===== src/verilog/debug_pkg.sv =====
`default_nettype none

package debug_pkg;

    ////////////////////////////////////////////////////////////
    // Widths and sizes
    ////////////////////////////////////////////////////////////
    parameter int word_width     = 32;
    parameter int byte_width     = 8;
    parameter int bytes_per_word = 4;
    parameter int snapshot_words = 7;
    parameter int snapshot_bytes = snapshot_words * bytes_per_word;

    // Opcode field sits in bits 31 to 26
    parameter int opcode_width = 6;
    parameter logic [opcode_width-1:0] halt_opcode = 6'b111111;

    ////////////////////////////////////////////////////////////
    // Serial commands
    ////////////////////////////////////////////////////////////
    parameter logic [byte_width-1:0] cmd_start      = 8'd1;
    parameter logic [byte_width-1:0] cmd_continuous = 8'd2;
    parameter logic [byte_width-1:0] cmd_step_mode  = 8'd3;
    parameter logic [byte_width-1:0] cmd_reset_cpu  = 8'd4;
    parameter logic [byte_width-1:0] cmd_erase      = 8'd5;
    parameter logic [byte_width-1:0] cmd_step       = 8'd6;

    // Controller states
    typedef enum logic [2:0] {
        st_idle,
        st_program,
        st_wait_cmd,
        st_step_mode,
        st_run,
        st_dump
    } dbg_state_t;

endpackage

`default_nettype wire


===== src/verilog/prog_if.sv =====
`default_nettype none

interface prog_if #(
    parameter int imem_addr_width = 6
);

    // Controller side
    logic load_en;
    logic erase;

    // Loader side
    logic                              write_en;
    logic [imem_addr_width-1:0]        addr;
    logic [debug_pkg::word_width-1:0]  word;
    logic                              halt_word;

    modport ctrl (
        input  write_en, halt_word,
        output load_en, erase
    );

    modport loader (
        input  load_en, erase,
        output write_en, addr, word, halt_word
    );

endinterface

`default_nettype wire

===== src/verilog/cycle_counter.sv =====
`default_nettype none

module cycle_counter (
    input  logic                             clk,
    input  logic                             reset,
    input  logic                             clear,
    input  logic                             count_en,
    output logic [debug_pkg::word_width-1:0] count
);

    ////////////////////////////////////////////////////////////
    // Enabled processor cycles
    ////////////////////////////////////////////////////////////
    always_ff @(posedge clk) begin
        if (reset) begin
            count <= '0;
        end else if (clear) begin
            // First run cycle may coincide with the clear
            count <= {{(debug_pkg::word_width-1){1'b0}}, count_en};
        end else if (count_en) begin
            count <= count + 1'b1;
        end
    end

endmodule

`default_nettype wire


===== src/verilog/debug_fsm.sv =====
`default_nettype none

module debug_fsm (
    input  logic                             clk,
    input  logic                             reset,
    input  logic [debug_pkg::byte_width-1:0] rx_data,
    input  logic                             rx_done,
    input  logic [debug_pkg::word_width-1:0] cpu_instr,
    input  logic                             dump_done,
    output logic                             dump_start,
    output logic                             cycle_clear,
    output logic                             cpu_run,
    output logic                             cpu_reset,
    prog_if.ctrl                             prog
);

    debug_pkg::dbg_state_t state;
    logic                  step_pending;
    logic                  cpu_halt;

    // Current processor instruction is a halt
    assign cpu_halt = cpu_instr[debug_pkg::word_width-1 -: debug_pkg::opcode_width]
                      == debug_pkg::halt_opcode;

    assign prog.load_en = (state == debug_pkg::st_program);

    // One enabled cycle per step, or free running until halt
    assign cpu_run = step_pending || ((state == debug_pkg::st_run) && !cpu_halt);

    ////////////////////////////////////////////////////////////
    // State register and command pulses
    ////////////////////////////////////////////////////////////
    always_ff @(posedge clk) begin
        if (reset) begin
            state        <= debug_pkg::st_idle;
            step_pending <= 1'b0;
            dump_start   <= 1'b0;
            cycle_clear  <= 1'b0;
            cpu_reset    <= 1'b0;
            prog.erase   <= 1'b0;
        end else begin
            step_pending <= 1'b0;
            dump_start   <= 1'b0;
            cycle_clear  <= 1'b0;
            cpu_reset    <= 1'b0;
            prog.erase   <= 1'b0;

            case (state)
                debug_pkg::st_idle: begin
                    if (rx_done && rx_data == debug_pkg::cmd_start) begin
                        state <= debug_pkg::st_program;
                    end
                end

                debug_pkg::st_program: begin
                    // Last word of the program just went out
                    if (prog.write_en && prog.halt_word) begin
                        state <= debug_pkg::st_wait_cmd;
                    end
                end

                debug_pkg::st_wait_cmd: begin
                    if (rx_done) begin
                        case (rx_data)
                            debug_pkg::cmd_reset_cpu: begin
                                cpu_reset <= 1'b1;
                            end
                            debug_pkg::cmd_erase: begin
                                prog.erase <= 1'b1;
                                state      <= debug_pkg::st_idle;
                            end
                            debug_pkg::cmd_continuous: begin
                                cycle_clear <= 1'b1;
                                state       <= debug_pkg::st_run;
                            end
                            debug_pkg::cmd_step_mode: begin
                                cycle_clear <= 1'b1;
                                state       <= debug_pkg::st_step_mode;
                            end
                            default: begin
                            end
                        endcase
                    end
                end

                debug_pkg::st_step_mode: begin
                    if (step_pending) begin
                        dump_start <= 1'b1;
                        state      <= debug_pkg::st_dump;
                    end else if (rx_done && rx_data == debug_pkg::cmd_step) begin
                        step_pending <= 1'b1;
                    end
                end

                debug_pkg::st_run: begin
                    if (cpu_halt) begin
                        dump_start <= 1'b1;
                        state      <= debug_pkg::st_dump;
                    end
                end

                debug_pkg::st_dump: begin
                    // Serial input is ignored until the snapshot is out
                    if (dump_done) begin
                        state <= cpu_halt ? debug_pkg::st_wait_cmd : debug_pkg::st_step_mode;
                    end
                end

                default: begin
                    state <= debug_pkg::st_idle;
                end
            endcase
        end
    end

endmodule

`default_nettype wire


===== src/verilog/debug_unit.sv =====
`default_nettype none

module debug_unit #(
    parameter int imem_addr_width = 6
) (
    input  logic                             clk,
    input  logic                             reset,
    // UART receive and transmit
    input  logic [debug_pkg::byte_width-1:0] rx_data,
    input  logic                             rx_done,
    input  logic                             tx_done,
    output logic                             tx_start,
    output logic [debug_pkg::byte_width-1:0] tx_data,
    // Processor state
    input  logic [debug_pkg::word_width-1:0] cpu_instr,
    input  logic [debug_pkg::word_width-1:0] cpu_pc,
    input  logic [debug_pkg::word_width-1:0] cpu_mem_data,
    input  logic [debug_pkg::word_width-1:0] cpu_latch_if_id,
    input  logic [debug_pkg::word_width-1:0] cpu_latch_id_ex,
    input  logic [debug_pkg::word_width-1:0] cpu_latch_ex_mem,
    input  logic [debug_pkg::word_width-1:0] cpu_latch_mem_wb,
    // Instruction memory
    output logic                             imem_we,
    output logic [imem_addr_width-1:0]       imem_addr,
    output logic [debug_pkg::word_width-1:0] imem_wdata,
    output logic                             imem_erase,
    // Processor control
    output logic                             cpu_reset,
    output logic                             cpu_run
);

    logic                             dump_start;
    logic                             dump_done;
    logic                             cycle_clear;
    logic [debug_pkg::word_width-1:0] cycle_count;

    prog_if #(.imem_addr_width(imem_addr_width)) prog ();

    assign imem_we    = prog.write_en;
    assign imem_addr  = prog.addr;
    assign imem_wdata = prog.word;
    assign imem_erase = prog.erase;

    debug_fsm u_fsm (
        .clk         (clk),
        .reset       (reset),
        .rx_data     (rx_data),
        .rx_done     (rx_done),
        .cpu_instr   (cpu_instr),
        .dump_done   (dump_done),
        .dump_start  (dump_start),
        .cycle_clear (cycle_clear),
        .cpu_run     (cpu_run),
        .cpu_reset   (cpu_reset),
        .prog        (prog.ctrl)
    );

    cycle_counter u_cycles (
        .clk      (clk),
        .reset    (reset),
        .clear    (cycle_clear),
        .count_en (cpu_run),
        .count    (cycle_count)
    );

    instr_loader #(.imem_addr_width(imem_addr_width)) u_loader (
        .clk     (clk),
        .reset   (reset),
        .rx_data (rx_data),
        .rx_done (rx_done),
        .prog    (prog.loader)
    );

    dump_serializer u_dump (
        .clk          (clk),
        .reset        (reset),
        .start        (dump_start),
        .pc           (cpu_pc),
        .cycles       (cycle_count),
        .mem_data     (cpu_mem_data),
        .latch_if_id  (cpu_latch_if_id),
        .latch_id_ex  (cpu_latch_id_ex),
        .latch_ex_mem (cpu_latch_ex_mem),
        .latch_mem_wb (cpu_latch_mem_wb),
        .tx_done      (tx_done),
        .tx_start     (tx_start),
        .tx_data      (tx_data),
        .done         (dump_done)
    );

endmodule

`default_nettype wire


===== src/verilog/dump_serializer.sv =====
`default_nettype none

module dump_serializer (
    input  logic                             clk,
    input  logic                             reset,
    input  logic                             start,
    input  logic [debug_pkg::word_width-1:0] pc,
    input  logic [debug_pkg::word_width-1:0] cycles,
    input  logic [debug_pkg::word_width-1:0] mem_data,
    input  logic [debug_pkg::word_width-1:0] latch_if_id,
    input  logic [debug_pkg::word_width-1:0] latch_id_ex,
    input  logic [debug_pkg::word_width-1:0] latch_ex_mem,
    input  logic [debug_pkg::word_width-1:0] latch_mem_wb,
    input  logic                             tx_done,
    output logic                             tx_start,
    output logic [debug_pkg::byte_width-1:0] tx_data,
    output logic                             done
);

    localparam int snap_width = debug_pkg::snapshot_words * debug_pkg::word_width;
    localparam int idx_width  = $clog2(debug_pkg::snapshot_bytes);
    localparam logic [idx_width-1:0] last_idx = idx_width'(debug_pkg::snapshot_bytes - 1);

    logic [snap_width-1:0] snapshot;
    logic [idx_width-1:0]  byte_idx;
    logic                  busy;

    // Byte 0 is the low byte of pc
    assign tx_data = snapshot[byte_idx * debug_pkg::byte_width +: debug_pkg::byte_width];

    ////////////////////////////////////////////////////////////
    // Snapshot capture
    ////////////////////////////////////////////////////////////
    always_ff @(posedge clk) begin
        if (start && !busy) begin
            snapshot <= {latch_mem_wb, latch_ex_mem, latch_id_ex, latch_if_id,
                         mem_data, cycles, pc};
        end
    end

    ////////////////////////////////////////////////////////////
    // Byte sequencing, one byte per tx_done
    ////////////////////////////////////////////////////////////
    always_ff @(posedge clk) begin
        if (reset) begin
            busy     <= 1'b0;
            byte_idx <= '0;
            tx_start <= 1'b0;
            done     <= 1'b0;
        end else begin
            tx_start <= 1'b0;
            done     <= 1'b0;

            if (!busy) begin
                if (start) begin
                    busy     <= 1'b1;
                    byte_idx <= '0;
                    tx_start <= 1'b1;
                end
            end else if (tx_done) begin
                if (byte_idx == last_idx) begin
                    busy <= 1'b0;
                    done <= 1'b1;
                end else begin
                    byte_idx <= byte_idx + 1'b1;
                    tx_start <= 1'b1;
                end
            end
        end
    end

endmodule

`default_nettype wire


===== src/verilog/instr_loader.sv =====
`default_nettype none

module instr_loader #(
    parameter int imem_addr_width = 6
) (
    input  logic                             clk,
    input  logic                             reset,
    input  logic [debug_pkg::byte_width-1:0] rx_data,
    input  logic                             rx_done,
    prog_if.loader                           prog
);

    localparam int cnt_width = $clog2(debug_pkg::bytes_per_word);
    localparam logic [cnt_width-1:0] last_byte = cnt_width'(debug_pkg::bytes_per_word - 1);

    logic [cnt_width-1:0] byte_cnt;
    logic                 byte_accept;
    logic                 byte_halt;

    assign byte_accept = prog.load_en && rx_done;

    // Opcode lives in the top bits of the last byte
    assign byte_halt = rx_data[debug_pkg::byte_width-1 -: debug_pkg::opcode_width]
                       == debug_pkg::halt_opcode;

    ////////////////////////////////////////////////////////////
    // Byte position, address and write strobe
    ////////////////////////////////////////////////////////////
    always_ff @(posedge clk) begin
        if (reset || prog.erase) begin
            byte_cnt       <= '0;
            prog.addr      <= '0;
            prog.write_en  <= 1'b0;
            prog.halt_word <= 1'b0;
        end else begin
            prog.write_en  <= 1'b0;
            prog.halt_word <= 1'b0;

            // Next address once the current word is written
            if (prog.write_en) begin
                prog.addr <= prog.addr + imem_addr_width'(1);
            end

            if (byte_accept) begin
                byte_cnt <= byte_cnt + 1'b1;
                if (byte_cnt == last_byte) begin
                    prog.write_en  <= 1'b1;
                    prog.halt_word <= byte_halt;
                end
            end
        end
    end

    // Word assembly, least significant byte first
    always_ff @(posedge clk) begin
        if (byte_accept) begin
            prog.word[byte_cnt * debug_pkg::byte_width +: debug_pkg::byte_width] <= rx_data;
        end
    end

endmodule

`default_nettype wire


===== config.mk =====
export PLATFORM = sky130hd
export DESIGN_NAME = debug_unit
export DESIGN_NICKNAME = d
export VERILOG_FILES = /design/src/verilog/debug_pkg.sv /design/src/verilog/prog_if.sv /design/src/verilog/cycle_counter.sv /design/src/verilog/debug_fsm.sv /design/src/verilog/debug_unit.sv /design/src/verilog/dump_serializer.sv /design/src/verilog/instr_loader.sv
export SDC_FILE = /design/constraint.sdc
export NUM_CORES = 1
export LEC_CHECK = 0
export ABC_AREA = 1
export ABC_CLOCK_PERIOD_IN_PS = 6700
export BUFFER_PORTS_ARGS = -buffer_cell sky130_fd_sc_hd__buf_2
export CAP_MARGIN = 20
export CELL_PAD_IN_SITES_DETAIL_PLACEMENT = 0
export CELL_PAD_IN_SITES_GLOBAL_PLACEMENT = 1
export CORE_MARGIN = 10
export CORE_UTILIZATION = 44
export CTS_BUF_LIST = sky130_fd_sc_hd__clkbuf_2 sky130_fd_sc_hd__clkbuf_4 sky130_fd_sc_hd__clkbuf_8
export DETAILED_ROUTE_END_ITERATION = 6
export GPL_ROUTABILITY_DRIVEN = 0
export PLACE_DENSITY = 0.89
export SLEW_MARGIN = 20
export SYNTH_ARGS = -nofsm -noshare
export SYNTH_HDL_FRONTEND = slang
export SYNTH_SLANG_ARGS = --single-unit

===== constraint.sdc =====
create_clock -name clk -period 6.7 [get_ports clk]
set_input_delay 1.005 -clock clk [delete_from_list [all_inputs] [get_ports clk]]
set_output_delay 1.005 -clock clk [all_outputs]
set_load 0.01 [all_outputs]

* Word level (Yosys, flattened, before mapping)
Index checks and enable logic that the tools add are counted.
** Storage, ports and cells
- Register bits :: 314
- Latch bits :: 0
- Bits in writable memories :: 0
- Memory bits (read-only) :: 0
- Output and inout bits :: 51
- Logic and storage cells :: 110
- Memories :: 0
** Cells by class
- Add/sub/neg operators :: 5
- Multiply operators :: 0
- Div/mod/pow operators :: 0
- $lt $le $gt $ge :: 0
- Equal/unequal tests :: 24
- Shifts and indexed selects :: 3
- Muxes and demuxes :: 31
- Bitwise gates (word level) :: 7
- Reductions and logical operators :: 22
** Operator list (count)
- 224-bit by 9-bit variable part select with 8-bit output :: 1
- 5-bit negation with 34-bit output :: 1
- 8-bit by 34-bit variable shift with 32-bit output (first input constant) :: 1
- 8-bit by 34-bit variable part select with 32-bit output :: 1
- 32-bit by 1-bit adder with 32-bit output (second input constant) :: 1
- 32-bit bitwise mux :: 1
- 8-bit by 3-bit == test with 1-bit output (second input constant) :: 3
- 5-bit two-way mux :: 4
- 3-bit two-way mux :: 6
- 3-bit case mux with 6 select lines :: 1
- 1-bit two-way mux :: 17
- 8-bit by 2-bit == test with 1-bit output (second input constant) :: 2
- 6-bit == test (second input constant) :: 2
- 3-bit OR reduction :: 4
- 3-bit case mux with 3 select lines :: 1
- 8-bit by 1-bit == test with 1-bit output (second input constant) :: 1
- 2-bit by 1-bit != test with 1-bit output (second input constant) :: 4
- 2-bit != test (second input constant) :: 4
- 1-bit NOT :: 7
- 7-bit AND reduction :: 1
- 6-bit by 1-bit adder with 6-bit output (second input constant) :: 1
- 3-bit by 2-bit == test with 1-bit output (second input constant) :: 2
- 3-bit == test (second input constant) :: 2
- 1-bit logical AND :: 6
- other kinds (13) :: 18

* Logic depth before layout (Yosys ltp)
- Word-level depth :: 6
- Mapped depth :: 12
- Depth with buffers taken out :: 10

* Modules after synthesis
Synthesis repeated with hierarchy kept, for this count alone.
** Unflattened totals
- Cells, all modules :: 1463
- Area, all modules :: 14015.9 um^2
** By module, submodules not included
- dump_serializer :: times used 1, cells an instance 939, area each 9895.7 um^2, sequential area each 6886.6 um^2
- cycle_counter :: times used 1, cells an instance 272, area each 1799.2 um^2, sequential area each 640.6 um^2
- instr_loader :: times used 1, cells an instance 155, area each 1750.4 um^2, sequential area each 1161.1 um^2
- debug_fsm :: times used 1, cells an instance 97, area each 570.5 um^2, sequential area each 160.2 um^2

* Least setup slack after synthesis
Ideal clock, no wire load.
- Path type :: register -> register
- From :: reg u_dump.busy
- To :: reg u_dump.snapshot[0], enable pin
- Setup time :: 0.576 ns
- Arrival time :: 4.756 ns
- Required time :: 6.124 ns
- Setup slack :: 1.368 ns
- Stages on the path, launching flop included :: 4
- Cell sequence :: dfxtp_1 > inv_1 > nand2_1 > inv_1
** On the way
- Longest elaborated chain between the ends :: 2
** RTL lines
- start: declaration :: RTL line dump_serializer.sv:26 : logic busy;
- start signal: assignment :: RTL line dump_serializer.sv:46 : busy <= 1'b0;
- start signal: assignment :: RTL line dump_serializer.sv:56 : busy <= 1'b1;
- start signal: assignment :: RTL line dump_serializer.sv:62 : busy <= 1'b0;
- 1-bit zero test :: RTL line dump_serializer.sv:35 : if (start && !busy) begin
- 1-bit logical AND :: RTL line dump_serializer.sv:35
- end signal: assignment :: RTL line dump_serializer.sv:36 : snapshot <= {latch_mem_wb, latch_ex_mem, latch_id_ex, latch_if_id,
- end: declaration :: RTL line dump_serializer.sv:24 : logic [snap_width-1:0] snapshot;
Every way passes these cells.
A chain may end at the register's enable or synchronous reset.

* Final worst setup path
- From :: reg u_dump.byte_idx[0]
- To :: out tx_data[0] (netlist bit)
** On the way
- Longest elaborated chain between the ends :: 1
** RTL lines
- start: declaration :: RTL line dump_serializer.sv:25 : logic [idx_width-1:0] byte_idx;
- start signal: assignment :: RTL line dump_serializer.sv:65 : byte_idx <= byte_idx + 1'b1;
- 224-bit by 9-bit variable part select with 8-bit output :: RTL line dump_serializer.sv:29 : assign tx_data = snapshot[byte_idx * debug_pkg::byte_width +: debug_pkg::byte_width];
- end: declaration :: RTL line debug_unit.sv:13 : output logic [debug_pkg::byte_width-1:0] tx_data,
Every way passes these cells.

==> key figures <==
Detailed routing
  – # DRC: 0
  – Vias per Instance: 5.21
  – Detailed Route WL: between 30,000 and 40,000 microns
  – Routed len/inst: around 19 microns
  – Remaining antenna violation count: 0
  – 1st-iter DRT viols: about 750
  – Via count: between 10,000 and 15,000
  – Drt first pass iters: 7

Clock network
  – CTS Sinks: about 310
  – CTS tree: yes
  – CTS H-tree depth: 2
  – Clk_lat worst skew: 0.59 ns
  – Hold Buf Count CTS: 0
  – Clock buffer depth: 3
  – Cts repair resizes: 0
  – Post-CTS Setup Bufs: 0
  – Root buf cell: clkbuf_8
  – Clock transition at the registers of the reported paths: approximately 0.060 ns
  – Cts bufs inserted: 52

Synthesis
  – Top post-synthesis cells by area: edfxtp_1 (58%), dfxtp_1 (8.8%), nor2_1 (7.2%)
  – Distinct cells, synth: 42
  – Mapped Nets: 1,488
  – Share of the synthesized area in the top cell type: 0.582
  – Syn. warnings: 0
  – Synth Flop Type: edfxtp_1
  – Synth async-reset ratio: 0
  – Sequential area share after synthesis: 0.670
  – Cells after Synth: 1,243
  – Synth Area per Inst: 10.6 sq um
  – Netlist Area Pre-Place: 13,200 sq um
  – EDFF count, synth: about 260
  – Yosys reg bits: 314
  – Cell taking the most area after synthesis: edfxtp_1

STA
  – Worst Max-Slew Pin Slew: 1.03 ns
  – Post-Route Setup TNS: 0 ns
  – Achievable frequency: 0.222 GHz
  – Clock Skew: 0.0369 ns
  – Tcrit/Tclk final: 0.673
  – Final setup viols: 0
  – Max transition margin: 0.311
  – Slew Viols, Final: 0
  – WHS: 0.434 ns
  – Post-layout minimum cycle time: 4.51 ns
  – RSZ-0062 raised after global routing: false
  – Final count of hold timing violations: 0

Outcome
  – Status: completed

Worst hold path
  – Hold path depth: 0
  – Worst hold start: u_cycles.count[31]$_SDFFE_PP0P_
  – Min-Delay Path Class: flip-flop to flip-flop
  – Hold endpoint: u_dump.snapshot[63]$_DFFE_PP_

Setup path
  – R2r endpoint: u_dump.byte_idx[4]$_SDFFE_PP0P_
  – R2R setup slack: 3.86 ns
  – Worst Path Required: 5.69 ns
  – Worst Reg2Reg Path Length in Cells: 8
  – RR Startpoint: u_dump.byte_idx[1]$_SDFFE_PP0P_
  – Crit Path Max Fanout: 79
  – Critical Path Start Type: flip-flop
  – Data arrival, critical path: 3.50 ns
  – Critical path capture point type: primary output
  – CP Class: flip-flop to primary output

Placement
  – HPWL after DPL: 26,000 microns
  – Placed Area: 14,800 sq um
  – DP Cell Count: 1,844
  – Port Buffer Count: 260

Floorplanning
  – DIE HEIGHT: 193 microns
  – Row count: between 60 and 70
  – Die ar.: between 30,000 and 40,000 sq um
  – Die Wd: roughly 190 microns
  – Core area: 29,600 sq um
  – Starting Density: 0.446
  – IO Count: 287

Cells and area
  – Layout overhead on the synthesized area: 19.5%
  – Final net count: roughly 1,800
  – Commonest cells after routing, fill and taps aside: buf_2 (260), edfxtp_1 (256), nor2_1 (254), nand2_1 (178), o21ai_0 (111)
  – Design Area, Final: 15,800 sq um
  – Final Non-Filler Cells: 1,947
  – Fraction of layout cells with a size suffix above 1: 0.244
  – Most common cell after layout, fill and taps aside: buf_2

Power
  – Power per cell area: 250 nW/um^2
  – Peak supply drop: 150 uV
  – Leakage power: 6.00 nW

GRT
  – Total track usage: 0.188
  – First-pass GRT wire length: 56,500 microns
  – Vias in the first global route: 10,000
  – Initial antenna violation count: 1
  – Largest net degree at the start of global routing: 144
  – Total congestion overflow: 0

Job
  – Max-Cap Viols: 0
cell usage after synthesis, types with 8 or more instances:
master / n
a21oi_1: 32
o21ai_0: 111
nor3_1: 30
ha_1: 9
nor2_1: 254
nand2_1: 178
buf_4: 8
buf_2: 19
nand4_1: 9
nand3_1: 82
clkbuf_1: 24
o22ai_1: 8
inv_1: 63
edfxtp_1: 256
dfxtp_1: 58
o211ai_1: 32
worst max-delay path: stages (launching register included):
cell and delay [ns]:
dfxtp_4 0.69, clkinv_2 0.59, buf_12 0.39, o21ai_0 0.52, o211ai_1 0.17, nand3_1 0.13
nand3_1 0.08, nand2_1 0.08, inv_1 0.03, buf_2 0.15
final cells by class:
cell class              count  area [sq um]
clock buffers              70           851
repair buffers            266          1360
clock inverters            26           126
flip-flops and latches    314          8850
diodes                      7          17.5
fillers                  2665         13900
multi-input cells         801          3810
inverters                  73           283
well taps                 390           488
cell families (layout without fill, tap and decap cells):
group                    Yosys count  in the layout  share of synthesized area
XOR/XNOR                           7              7                    0.00464
AO/OA/AOI/OAI                    193            193                     0.0820
flip-flops                       314            314                      0.670
AND/OR/NAND/NOR                  591            591                      0.192
other                              0              7                          0
adder cells (fa/ha/maj)            9              9                    0.00853
multiplexers                       1              1                   0.000758
buffers and inverters            128            435                     0.0416
where the power goes:
| group | internal (W) | leakage [nW] | switching [W] |
|---|---|---|---|
| Sequential | 0.00212 | 2.76 | 0.0000129 |
| Combinational | 0.0000827 | 2.72 | 0.000139 |
| Clock | 0.000826 | 0.516 | 0.000766 |
| Total | 0.00303 | 6.00 | 0.000917 |
per-stage QoR:
step	power (W)	util	setup slack, ns
2_1_floorplan	0.00229	-	1.37
3_3_place_gp	0.00239	0.499	2.80
3_5_place_dp	0.00240	0.499	2.76
4_1_cts	0.00397	0.532	2.13
5_1_grt	0.00409	0.532	1.87
6_report	0.00395	0.533	2.19
per-layer routing:
metal	vias up	wire length [microns]	part of all wire	GRT usage
li1	4861	-	-	-
met1	4855	15200	0.41	0.243
met2	378	18200	0.49	0.317
met3	44	3030	0.082	0.0401
met4	0	529	0.014	0.0438
met5	-	0	0	0
flip-flops by register name, indices dropped and copies added, names as in the netlist, 2 cells and up:
signal,cells
u_dump.snapshot,224
u_cycles.count,32
u_loader.prog.word,32
u_loader.prog.addr,6
u_dump.byte_idx,5
u_fsm.state,3
u_loader.byte_cnt,2
how the worst max path moves through the flow:
stage	slack [ns]	endpoint	startpoint
global route	1.87	tx_data[0]	u_dump.byte_idx[0]$_SDFFE_PP0P_
global placement	2.80	tx_data[0]	u_dump.byte_idx[0]$_SDFFE_PP0P_
floorplan	1.37	u_dump.snapshot[0]$_DFFE_PP_	u_dump.busy$_SDFF_PP0_
detailed placement	2.76	tx_data[0]	u_dump.byte_idx[0]$_SDFFE_PP0P_
finish	2.19	tx_data[0]	u_dump.byte_idx[0]$_SDFFE_PP0P_
CTS	2.13	tx_data[0]	u_dump.byte_idx[0]$_SDFFE_PP0P_
(Power assumes the default switching activity.)
